`src/logic/stride_pkg.sv`:
```
package stride_pkg;

   localparam int ADDR_W  = 32;
   localparam int DATA_W  = 32;
   localparam int LEN_W   = 8;   // beats minus one.
   localparam int COUNT_W = 16;
   localparam int STRB_W  = DATA_W / 8;

   localparam int FIFO_DEPTH = 8;
   localparam int FIFO_PTR_W = $clog2(FIFO_DEPTH);
   localparam int FIFO_CNT_W = $clog2(FIFO_DEPTH + 1);

   localparam logic [1:0] RESP_OKAY = 2'b00;

   // host register map.
   localparam logic [ADDR_W-1:0] REG_CTRL   = 32'h00;  // bit 0 start.
   localparam logic [ADDR_W-1:0] REG_STATUS = 32'h04;  // bit 0 busy, bit 1 done.
   localparam logic [ADDR_W-1:0] REG_START  = 32'h08;
   localparam logic [ADDR_W-1:0] REG_STRIDE = 32'h0C;
   localparam logic [ADDR_W-1:0] REG_COUNT  = 32'h10;
   localparam logic [ADDR_W-1:0] REG_LEN    = 32'h14;

   typedef struct packed {
      logic [ADDR_W-1:0]  start_addr;
      logic [ADDR_W-1:0]  stride;
      logic [COUNT_W-1:0] count;
      logic [LEN_W-1:0]   len;
   } read_cfg_t;

   // read request toward memory.
   typedef struct packed {
      logic              valid;
      logic [ADDR_W-1:0] addr;
      logic [LEN_W-1:0]  len;
   } bus_req_t;

   typedef struct packed {
      logic              ready;
      logic [DATA_W-1:0] rdata;
      logic              last;
   } bus_rsp_t;

   typedef struct packed {
      logic [DATA_W-1:0] data;
   } beat_t;

endpackage
```
`src/logic/stride_reader_top.sv`:
```
`timescale 1ns/1ps

module stride_reader_top (
   input  logic                          clk_i,
   input  logic                          rst_i,
   input  logic [stride_pkg::ADDR_W-1:0] s_awaddr_i,
   input  logic                          s_awvalid_i,
   output logic                          s_awready_o,
   input  logic [stride_pkg::DATA_W-1:0] s_wdata_i,
   input  logic [stride_pkg::STRB_W-1:0] s_wstrb_i,
   input  logic                          s_wvalid_i,
   output logic                          s_wready_o,
   output logic [1:0]                    s_bresp_o,
   output logic                          s_bvalid_o,
   input  logic                          s_bready_i,
   input  logic [stride_pkg::ADDR_W-1:0] s_araddr_i,
   input  logic                          s_arvalid_i,
   output logic                          s_arready_o,
   output logic [stride_pkg::DATA_W-1:0] s_rdata_o,
   output logic [1:0]                    s_rresp_o,
   output logic                          s_rvalid_o,
   input  logic                          s_rready_i,
   output stride_pkg::bus_req_t          bus_req_o,
   input  stride_pkg::bus_rsp_t          bus_rsp_i,
   output logic                          m_valid_o,
   input  logic                          m_ready_i,
   output stride_pkg::beat_t             m_data_o
);
   import stride_pkg::*;

   read_cfg_t cfg;
   beat_t     beat;
   logic      start;
   logic      finished;
   logic      beat_valid;
   logic      room;

   stride_regs u_regs (
      .clk_i       (clk_i),
      .rst_i       (rst_i),
      .s_awaddr_i  (s_awaddr_i),
      .s_awvalid_i (s_awvalid_i),
      .s_awready_o (s_awready_o),
      .s_wdata_i   (s_wdata_i),
      .s_wstrb_i   (s_wstrb_i),
      .s_wvalid_i  (s_wvalid_i),
      .s_wready_o  (s_wready_o),
      .s_bresp_o   (s_bresp_o),
      .s_bvalid_o  (s_bvalid_o),
      .s_bready_i  (s_bready_i),
      .s_araddr_i  (s_araddr_i),
      .s_arvalid_i (s_arvalid_i),
      .s_arready_o (s_arready_o),
      .s_rdata_o   (s_rdata_o),
      .s_rresp_o   (s_rresp_o),
      .s_rvalid_o  (s_rvalid_o),
      .s_rready_i  (s_rready_i),
      .cfg_o       (cfg),
      .start_o     (start),
      .finished_i  (finished)
   );

   burst_reader u_reader (
      .clk_i        (clk_i),
      .rst_i        (rst_i),
      .cfg_i        (cfg),
      .start_i      (start),
      .req_o        (bus_req_o),
      .rsp_i        (bus_rsp_i),
      .room_i       (room),
      .beat_o       (beat),
      .beat_valid_o (beat_valid),
      .finished_o   (finished)
   );

   beat_fifo u_fifo (
      .clk_i      (clk_i),
      .rst_i      (rst_i),
      .wr_valid_i (beat_valid),
      .wr_data_i  (beat),
      .room_o     (room),
      .rd_valid_o (m_valid_o),
      .rd_ready_i (m_ready_i),
      .rd_data_o  (m_data_o)
   );

endmodule

```
`src/logic/stride_regs.sv`:
```
`timescale 1ns/1ps

module stride_regs (
   input  logic                             clk_i,
   input  logic                             rst_i,
   input  logic [stride_pkg::ADDR_W-1:0]    s_awaddr_i,
   input  logic                             s_awvalid_i,
   output logic                             s_awready_o,
   input  logic [stride_pkg::DATA_W-1:0]    s_wdata_i,
   input  logic [stride_pkg::STRB_W-1:0]    s_wstrb_i,
   input  logic                             s_wvalid_i,
   output logic                             s_wready_o,
   output logic [1:0]                       s_bresp_o,
   output logic                             s_bvalid_o,
   input  logic                             s_bready_i,
   input  logic [stride_pkg::ADDR_W-1:0]    s_araddr_i,
   input  logic                             s_arvalid_i,
   output logic                             s_arready_o,
   output logic [stride_pkg::DATA_W-1:0]    s_rdata_o,
   output logic [1:0]                       s_rresp_o,
   output logic                             s_rvalid_o,
   input  logic                             s_rready_i,
   output stride_pkg::read_cfg_t            cfg_o,
   output logic                             start_o,
   input  logic                             finished_i
);
   import stride_pkg::*;

   logic              busy_q;
   logic              done_q;
   logic              wr_fire;
   logic              go;
   logic [DATA_W-1:0] wr_merged;

   function automatic logic [DATA_W-1:0] reg_value(input logic [ADDR_W-1:0] offs);
      logic [DATA_W-1:0] v;
      v = '0;
      case (offs)
         REG_STATUS: v[1:0] = {done_q, busy_q};
         REG_START:  v = cfg_o.start_addr;
         REG_STRIDE: v = cfg_o.stride;
         REG_COUNT:  v[COUNT_W-1:0] = cfg_o.count;
         REG_LEN:    v[LEN_W-1:0] = cfg_o.len;
         default:    v = '0;  // ctrl and holes read zero.
      endcase
      return v;
   endfunction

   function automatic logic [DATA_W-1:0] merge_bytes(input logic [DATA_W-1:0] old_v,
                                                     input logic [DATA_W-1:0] new_v,
                                                     input logic [STRB_W-1:0] strb);
      logic [DATA_W-1:0] v;
      v = old_v;
      for (int b = 0; b < STRB_W; b++) begin
         if (strb[b]) begin
            v[8*b +: 8] = new_v[8*b +: 8];
         end
      end
      return v;
   endfunction

   // aw and w are taken together, one write at a time.
   assign wr_fire     = s_awvalid_i && s_wvalid_i && !s_bvalid_o;
   assign s_awready_o = wr_fire;
   assign s_wready_o  = wr_fire;
   assign s_bresp_o   = RESP_OKAY;
   assign wr_merged   = merge_bytes(reg_value(s_awaddr_i), s_wdata_i, s_wstrb_i);

   assign go = wr_fire && (s_awaddr_i == REG_CTRL) && s_wstrb_i[0] && s_wdata_i[0] &&
               !busy_q && !start_o;

   always_ff @(posedge clk_i or posedge rst_i) begin
      if (rst_i) begin
         cfg_o      <= '0;
         s_bvalid_o <= 1'b0;
         start_o    <= 1'b0;
         busy_q     <= 1'b0;
         done_q     <= 1'b0;
      end else begin
         start_o <= go;
         if (wr_fire) begin
            s_bvalid_o <= 1'b1;
            case (s_awaddr_i)
               REG_START:  cfg_o.start_addr <= wr_merged;
               REG_STRIDE: cfg_o.stride     <= wr_merged;
               REG_COUNT:  cfg_o.count      <= wr_merged[COUNT_W-1:0];
               REG_LEN:    cfg_o.len        <= wr_merged[LEN_W-1:0];
               default:    ;
            endcase
         end else if (s_bready_i) begin
            s_bvalid_o <= 1'b0;
         end
         if (start_o) begin
            busy_q <= 1'b1;
         end else if (finished_i) begin
            busy_q <= 1'b0;
         end
         if (go) begin
            done_q <= 1'b0;  // a fresh run clears done.
         end else if (finished_i) begin
            done_q <= 1'b1;
         end
      end
   end

   assign s_arready_o = !s_rvalid_o;
   assign s_rresp_o   = RESP_OKAY;

   always_ff @(posedge clk_i or posedge rst_i) begin
      if (rst_i) begin
         s_rvalid_o <= 1'b0;
      end else if (s_arvalid_i && s_arready_o) begin
         s_rvalid_o <= 1'b1;
      end else if (s_rready_i) begin
         s_rvalid_o <= 1'b0;
      end
   end

   always_ff @(posedge clk_i) begin
      if (s_arvalid_i && s_arready_o) begin
         s_rdata_o <= reg_value(s_araddr_i);
      end
   end

   // sequencer only finishes a run that was started.
   a_finish_busy: assert property (@(posedge clk_i) disable iff (rst_i)
      finished_i |-> busy_q);

endmodule

```
`src/logic/beat_fifo.sv`:
```
`timescale 1ns/1ps

module beat_fifo (
   input  logic              clk_i,
   input  logic              rst_i,
   input  logic              wr_valid_i,
   input  stride_pkg::beat_t wr_data_i,
   output logic              room_o,
   output logic              rd_valid_o,
   input  logic              rd_ready_i,
   output stride_pkg::beat_t rd_data_o
);
   import stride_pkg::*;

   beat_t                 mem [FIFO_DEPTH];
   logic [FIFO_PTR_W-1:0] wr_ptr;
   logic [FIFO_PTR_W-1:0] rd_ptr;
   logic [FIFO_CNT_W-1:0] used;
   logic                  push;
   logic                  pop;

   assign room_o     = (used != FIFO_CNT_W'(FIFO_DEPTH));
   assign rd_valid_o = (used != '0);
   assign rd_data_o  = mem[rd_ptr];
   assign push       = wr_valid_i && room_o;
   assign pop        = rd_valid_o && rd_ready_i;

   always_ff @(posedge clk_i or posedge rst_i) begin
      if (rst_i) begin
         wr_ptr <= '0;
         rd_ptr <= '0;
         used   <= '0;
      end else begin
         if (push) begin
            wr_ptr <= (wr_ptr == FIFO_PTR_W'(FIFO_DEPTH - 1)) ? '0 : wr_ptr + 1'b1;
         end
         if (pop) begin
            rd_ptr <= (rd_ptr == FIFO_PTR_W'(FIFO_DEPTH - 1)) ? '0 : rd_ptr + 1'b1;
         end
         case ({push, pop})
            2'b10:   used <= used + 1'b1;
            2'b01:   used <= used - 1'b1;
            default: used <= used;  // both or neither.
         endcase
      end
   end

   always_ff @(posedge clk_i) begin
      if (push) begin
         mem[wr_ptr] <= wr_data_i;
      end
   end

   // upstream must hold off on a full fifo.
   a_no_overflow: assert property (@(posedge clk_i) disable iff (rst_i)
      wr_valid_i |-> room_o);

endmodule

```
`src/logic/burst_reader.sv`:
```
`timescale 1ns/1ps

module burst_reader (
   input  logic                  clk_i,
   input  logic                  rst_i,
   input  stride_pkg::read_cfg_t cfg_i,
   input  logic                  start_i,
   output stride_pkg::bus_req_t  req_o,
   input  stride_pkg::bus_rsp_t  rsp_i,
   input  logic                  room_i,
   output stride_pkg::beat_t     beat_o,
   output logic                  beat_valid_o,
   output logic                  finished_o
);
   import stride_pkg::*;

   typedef enum logic [1:0] {
      S_IDLE  = 2'b00,
      S_CHECK = 2'b01,
      S_BURST = 2'b10
   } state_t;

   state_t            state;
   logic [ADDR_W-1:0] addr;
   logic [ADDR_W-1:0] stride;
   logic [LEN_W-1:0]  len;
   logic              take;
   logic              beat;
   logic              last_beat;
   logic              is_zero;

   assign take      = (state == S_IDLE) && start_i;
   assign beat      = req_o.valid && rsp_i.ready;
   assign last_beat = beat && rsp_i.last;

   loop_counter u_loop_counter (
      .clk_i     (clk_i),
      .rst_i     (rst_i),
      .load_i    (take),
      .count_i   (cfg_i.count),
      .advance_i (last_beat),
      .is_zero_o (is_zero)
   );

   always_ff @(posedge clk_i or posedge rst_i) begin
      if (rst_i) begin
         state <= S_IDLE;
      end else begin
         case (state)
            S_IDLE: begin
               if (take) begin
                  state <= S_CHECK;
               end
            end
            S_CHECK: begin
               if (is_zero) begin
                  state <= S_IDLE;
               end else begin
                  state <= S_BURST;
               end
            end
            S_BURST: begin
               if (last_beat) begin
                  state <= S_CHECK;  // recheck count before next burst.
               end
            end
            default: state <= S_IDLE;
         endcase
      end
   end

   // run parameters, latched once per start.
   always_ff @(posedge clk_i) begin
      if (take) begin
         addr   <= cfg_i.start_addr;
         stride <= cfg_i.stride;
         len    <= cfg_i.len;
      end else if (last_beat) begin
         addr <= addr + stride;
      end
   end

   assign req_o.valid  = (state == S_BURST) && room_i;  // pause when fifo full.
   assign req_o.addr   = addr;
   assign req_o.len    = len;
   assign beat_o.data  = rsp_i.rdata;
   assign beat_valid_o = beat;
   assign finished_o   = (state == S_CHECK) && is_zero;

   // a start only arrives while no run is open.
   a_start_idle: assert property (@(posedge clk_i) disable iff (rst_i)
      start_i |-> (state == S_IDLE));

endmodule

```
`src/logic/loop_counter.sv`:
```
`timescale 1ns/1ps

module loop_counter (
   input  logic                           clk_i,
   input  logic                           rst_i,
   input  logic                           load_i,
   input  logic [stride_pkg::COUNT_W-1:0] count_i,
   input  logic                           advance_i,
   output logic                           is_zero_o
);
   import stride_pkg::*;

   logic [COUNT_W-1:0] remain;

   always_ff @(posedge clk_i or posedge rst_i) begin
      if (rst_i) begin
         remain <= '0;
      end else if (load_i) begin
         remain <= count_i;
      end else if (advance_i && (remain != '0)) begin
         remain <= remain - 1'b1;  // one burst done.
      end
   end

   assign is_zero_o = (remain == '0);

   // sequencer must not open a burst past the programmed count.
   a_no_underflow: assert property (@(posedge clk_i) disable iff (rst_i)
      advance_i |-> !is_zero_o);

endmodule

```
`config.mk`:
```
export PLATFORM = sky130hd
export DESIGN_NAME = stride_reader_top
export DESIGN_NICKNAME = d
export VERILOG_FILES = /design/src/logic/stride_pkg.sv /design/src/logic/stride_reader_top.sv /design/src/logic/stride_regs.sv /design/src/logic/beat_fifo.sv /design/src/logic/burst_reader.sv /design/src/logic/loop_counter.sv
export SDC_FILE = /design/constraint.sdc
export NUM_CORES = 1
export LEC_CHECK = 0
export BUFFER_PORTS_ARGS = -buffer_cell sky130_fd_sc_hd__buf_2
export CORE_MARGIN = 5
export CORE_UTILIZATION = 59
export DETAILED_ROUTE_END_ITERATION = 16
export GPL_TIMING_DRIVEN = 0
export HOLD_SLACK_MARGIN = 0.12
export PLACE_DENSITY = 0.85
export SLEW_MARGIN = 10
export SYNTH_ARGS = -nofsm -noshare
export SYNTH_HDL_FRONTEND = slang
export SYNTH_SLANG_ARGS = --single-unit
export TNS_END_PERCENT = 20
```
`constraint.sdc`:
```
create_clock -name clk_i -period 7.6 [get_ports clk_i]
set_input_delay 1.52 -clock clk_i [delete_from_list [all_inputs] [get_ports clk_i]]
set_output_delay 1.52 -clock clk_i [all_outputs]
set_load 0.005 [all_outputs]
```
After elaboration in Yosys (flattened, before gate mapping). Memories as Yosys holds them, arrays and structs flattened. Cells that the tools add are included.

Register bits after elaboration: 225. Bits in writable memories: 256. Input bits: 142. Output and inout bits: 115. Logic and storage cells: 113. Memories: 1.

$add $sub $neg: 6. Equal/unequal tests: 18. Muxes and demuxes: 33. Reductions and logical operators: 37.

Memories: u_fifo.mem (words 8, width 32, rd ports 1, clocked after Yosys merged registers in 0, wr ports 1, line beat_fifo.sv:15) `beat_t mem [FIFO_DEPTH];`.

Operator list (count): equality test 32 x 4 -> 1 bit, second input constant (4); equality test 32 x 5 -> 1 bit, second input constant (4); 2-to-1 mux 32 bit (2); 2-to-1 mux 16 bit (3); adder 32 bit (1); equality test 32 x 3 -> 1 bit, second input constant (1); zero test 32 bit (1); 2-to-1 mux 8 bit (4); case mux 16 bit (2 select lines) (1); case mux 6 bit (4 select lines) (1); case mux 8 bit (3 select lines) (1); case mux 6 bit (3 select lines) (1); logical AND 1 bit (16); zero test 16 bit (1); case mux 8 bit (2 select lines) (1); nonzero test 16 bit (1); subtractor 16 x 1 -> 16 bit, second input constant (1); nonzero test 2 bit (7); case mux 2 bit (3 select lines) (2); 2-to-1 mux 1 bit (10); case mux 2 bit (5 select lines) (1); AND reduction 2 bit (5); case mux 4 bit (2 select lines) (1); adder 3 x 1 -> 3 bit, second input constant (2); other kinds (13) (22).

Logic depth before layout (Yosys ltp).
Depth in word-level cells: 8. Depth in mapped cells: 11. Gate-level depth less buffers: 11.

By module. Synthesis repeated with hierarchy kept, for this count alone.

Cell total of the unflattened synthesis: 1530. Area, all modules: 22135.0 um^2.

By module, submodules not included: beat_fifo (instances 1, cells each 436, area each 10274.9 um^2, seq. area each 7937.6 um^2); stride_regs (instances 1, cells each 493, area each 5909.4 um^2, seq. area each 3288.2 um^2); burst_reader (instances 1, cells each 478, area each 4893.4 um^2, seq. area each 2212.1 um^2); loop_counter (instances 1, cells each 123, area each 1057.3 um^2, seq. area each 400.4 um^2).

Worst setup path before layout. No wires, ideal clock.

Kind: input -> register. Start point: input bus_rsp_i[33] in the netlist's numbering. End point: memory u_fifo.mem[0][0] in the netlist's numbering, enable pin. Library setup time: 0.501 ns. Data arrival time: 4.925 ns. Data required time: 7.099 ns. Path slack: 2.174 ns. Cell stages on the path: 3. Buffers on the path: 1. Path through: nand2_1 > clkbuf_1 > nor4_1.

Cells in the longest elaborated chain, start to end: 4.

Ends and longest elaborated chain: start, declared (line stride_reader_top.sv:24) `input stride_pkg::bus_rsp_t bus_rsp_i,`; logical AND 1 bit (line burst_reader.sv:33) `assign beat = req_o.valid && rsp_i.ready;`; logical AND 1 bit (line beat_fifo.sv:25) `assign push = wr_valid_i && room_o;`; 2-to-1 mux 1 bit (line beat_fifo.sv:49) `if (push) begin`; 2-to-1 mux 1 bit (implied by the code) (line beat_fifo.sv:50) `mem[wr_ptr] <= wr_data_i;`; end, declared (line beat_fifo.sv:15).

No other way between the ends.

==> results.md <==
* Worst path required time at 6.08 ns
* Final Slew Violations at 0
* GR Overflow Total at 0
* HP Class: flip-flop to flip-flop
* Critical Path End: m_data_o[29]
* Leading area contributor after synthesis: edfxtp_1
* Crit Path Class: flip-flop to output port
* Power Dens Cells at 252.7 mW/mm^2
* Final Skew at 0.01951 ns
* Vias in the first global route at 14560
* Num ports at 257
* Vias post-DR at 14230
* Sequential share of the synthesized area at 65.73%
* Critical Path End Type: output port
* Top-count cell post-synth: edfxtp_1
* Die Area at 0.03956 sq mm
* Drt pass-1 iters at 5
* Detail Route Antenna Nets at 0
* FMAX at 200.0 MHz
* Placer Congestion at 0.9157
* Depth of the most critical reg-to-reg path at 10
* Clk Latency, worst-skew pair at 0.57 ns
* Status: finished clean
* Synthesized instance count at 1477
* Post-route cell area at 0.02479 sq mm
* Resized cells post-CTS at 0
* Residual DRC at 0
* Mapped Avg Cell Area at 14.25 sq um
* CTS root buffer: clkbuf_16
* Endpoints failing hold at 0
* Worst Setup SP: u_fifo.rd_ptr[0]
* Die X at 198.9 microns
* Initial core utilization at 59.48%
* Crit Path Max Fanout at 10
* WP data arrival at 3.48 ns
* Setup slack after layout at 2.601 ns
* Post-synth top area share at 51.35%
* Lkg Pwr at 9.085 nW
* P&R area growth vs syn at 17.75%
* Post-Place Setup Slack at 3.143 ns
* EDFF count, synth at 360
* Worst flop-to-flop path endpoint: u_reader.addr[26]
* Maximum vdd drop at 254.7 uV
* Initial antenna violation count at 2
* DP HPWL at 38290 microns
* Largest net degree at the start of global routing at 69
* Final WL at 54290 microns
* Total CTS buffers at 47
* Drt wl/cell at 23.55 microns
* Via-to-Cell Ratio at 6.174
* Worst-path clk slew at 0.06 ns
* TritonCTS clock tree: built
* Iter 0 DRT Violations at 1245
* Ratio of cells with drive above 1 in the final layout at 26.98%
* Leading cell types by count after synthesis: 360 x edfxtp_1, 156 x nand2_1, 129 x o21ai_0
* Cell Area, Synth at 0.02105 sq mm
* Placed cell areas at 0.02329 sq mm
* GRT Resource Usage Total at 27.41%
* Startpoint types: flip-flop
* Relative slew slack at 21.96%
* Yosys Warn Count at 0
* Hold_buf cts at 0
* Ys async rst share at 25.16%
* Top_reg_cell synth: edfxtp_1
* Die H at 198.9 microns
* IO Port Bufs at 250
* Fill cell count at 2296
* Worst-case clock buffer depth at 3
* Multi-input gate area at 0.006884 sq mm
* First-pass GRT wire length at 83260 microns
* Worst Tran Pin Value at 1.168 ns
* Synth Register Bits at 481
* Htree depth at 2
* Post-CTS Setup Inserts at 0
* # setup viols final at 0
* RSZ-0062 raised after global routing: false
* Area contributors post-synth: edfxtp_1 51%, dfrtp_1 14%, mux4_2 6.8%
* Max-cap violations at 0
* Final period util at 65.77%
* # nets final at 1988
* Register area at 0.01384 sq mm
* Rows at 69
* R2R setup slack at 3.96 ns
* Yosys cell types at 65
* Total core area at 0.03540 sq mm
* FF-to-FF Start: u_reader.addr[0]
* Final min period at 4.999 ns
* Clk sinks at 481
[worst max-delay path, cell delays in order (launching register included)]
cell,delay [ns]
dfrtp_1,0.41
buf_1,0.57
buf_1,0.84
mux4_2,0.64
mux2_2,0.31
buf_2,0.14
[routing by layer]
metal / wire length (microns) / vias up / track usage (%)
li1: - / 6305 / -
met1: 20720 / 7053 / 36.02
met2: 27450 / 751 / 46.99
met3: 4450 / 117 / 5.149
met4: 1633 / 4 / 8.435
met5: 27 / - / 0
[layout by cell type, fill, tap and decap left out, types with 18 or more instances in the layout]
master     count
a21o_1        18
edfxtp_1     360
mux4_2        64
nand2_1      156
o21ai_0      128
mux2i_1       41
nor4_1        20
clkbuf_16     47
dfrtp_1      121
a21oi_1       62
clkbuf_1      68
mux2_2        51
buf_2        253
nand3_1       23
nor2_1        74
a22oi_1       24
ha_1          40
inv_1         22
xor2_1        19
xnor2_1       23
[where the power goes]
part,internal [mW],leakage [nW],switching (mW)
clock network,1.26,0.725,0.996
logic,0.581,3.69,0.554
registers,2.85,4.67,0.0221
[kinds of logic after synthesis]
group,count (synthesis),synth area share [%]
AOI/OAI and AO/OA,289,8.237
DFF,481,65.73
xor gates and xnor gates,42,1.747
other,1,0.01781
muxes,156,11.52
and+or+nand+nor,363,8.202
adders and majority gates,42,2.567
buffers and inverters,103,1.973
[per-stage QoR]
| step | util (%) | setup TNS [ns] | instances | total power, mW | hold slack (ns) |
|---|---|---|---|---|---|
| after floorplan | - | 0 | 1480 | 3.660 | 0.4342 |
| after global placement | 64.67 | -22.81 | 2191 | 4.034 | 0.4788 |
| after detailed placement | 65.80 | 0 | 2216 | 4.075 | 0.4805 |
| after CTS | 70.00 | 0 | 2303 | 6.308 | 0.4902 |
| after global routing | 70.02 | 0 | 2303 | 6.501 | 0.5129 |
| final | 70.04 | 0 | 2305 | 6.264 | 0.4879 |
[final cells by class]
class	count	area share, %
Antenna cell	2	0.02019
Multi-Input combinational cell	896	27.77
Clock buffer	62	5.133
Buffer	80	1.332
Timing Repair Buffer	275	6.359
Sequential cell	481	55.82
Inverter	23	0.3684
Tap cell	461	2.327
Clock inverter	25	0.8681
[worst min-delay path by stage]
stage	from	to	slack (ns)	cells past startpoint
4_1_cts	u_fifo.used[3]	u_fifo.used[3]	0.49	1
5_1_grt	u_fifo.used[3]	u_fifo.used[3]	0.51	1
2_1_floorplan	u_regs.start_o	u_regs.busy_q	0.43	1
3_5_place_dp	u_fifo.used[3]	u_fifo.used[3]	0.48	1
3_3_place_gp	u_regs.cfg_o[42]	u_reader.stride[18]	0.48	0
6_report	u_fifo.used[3]	u_fifo.used[3]	0.49	1
[flip-flops by register name (all words and copies together) (netlist names)]
register,cells
u_reader.stride,32
u_regs.s_rdata_o,32
u_regs.start_o,1
u_fifo.used,4
u_regs.s_bvalid_o,1
u_reader.addr,32
u_fifo.rd_ptr,3
u_reader.u_loop_counter.remain,16
u_fifo.mem,256
u_regs.cfg_o,88
u_regs.done_q,1
u_reader.len,8
u_fifo.wr_ptr,3
u_reader.state,2
u_regs.s_rvalid_o,1
u_regs.busy_q,1
No activity file was read; power rests on OpenSTA's default activity.
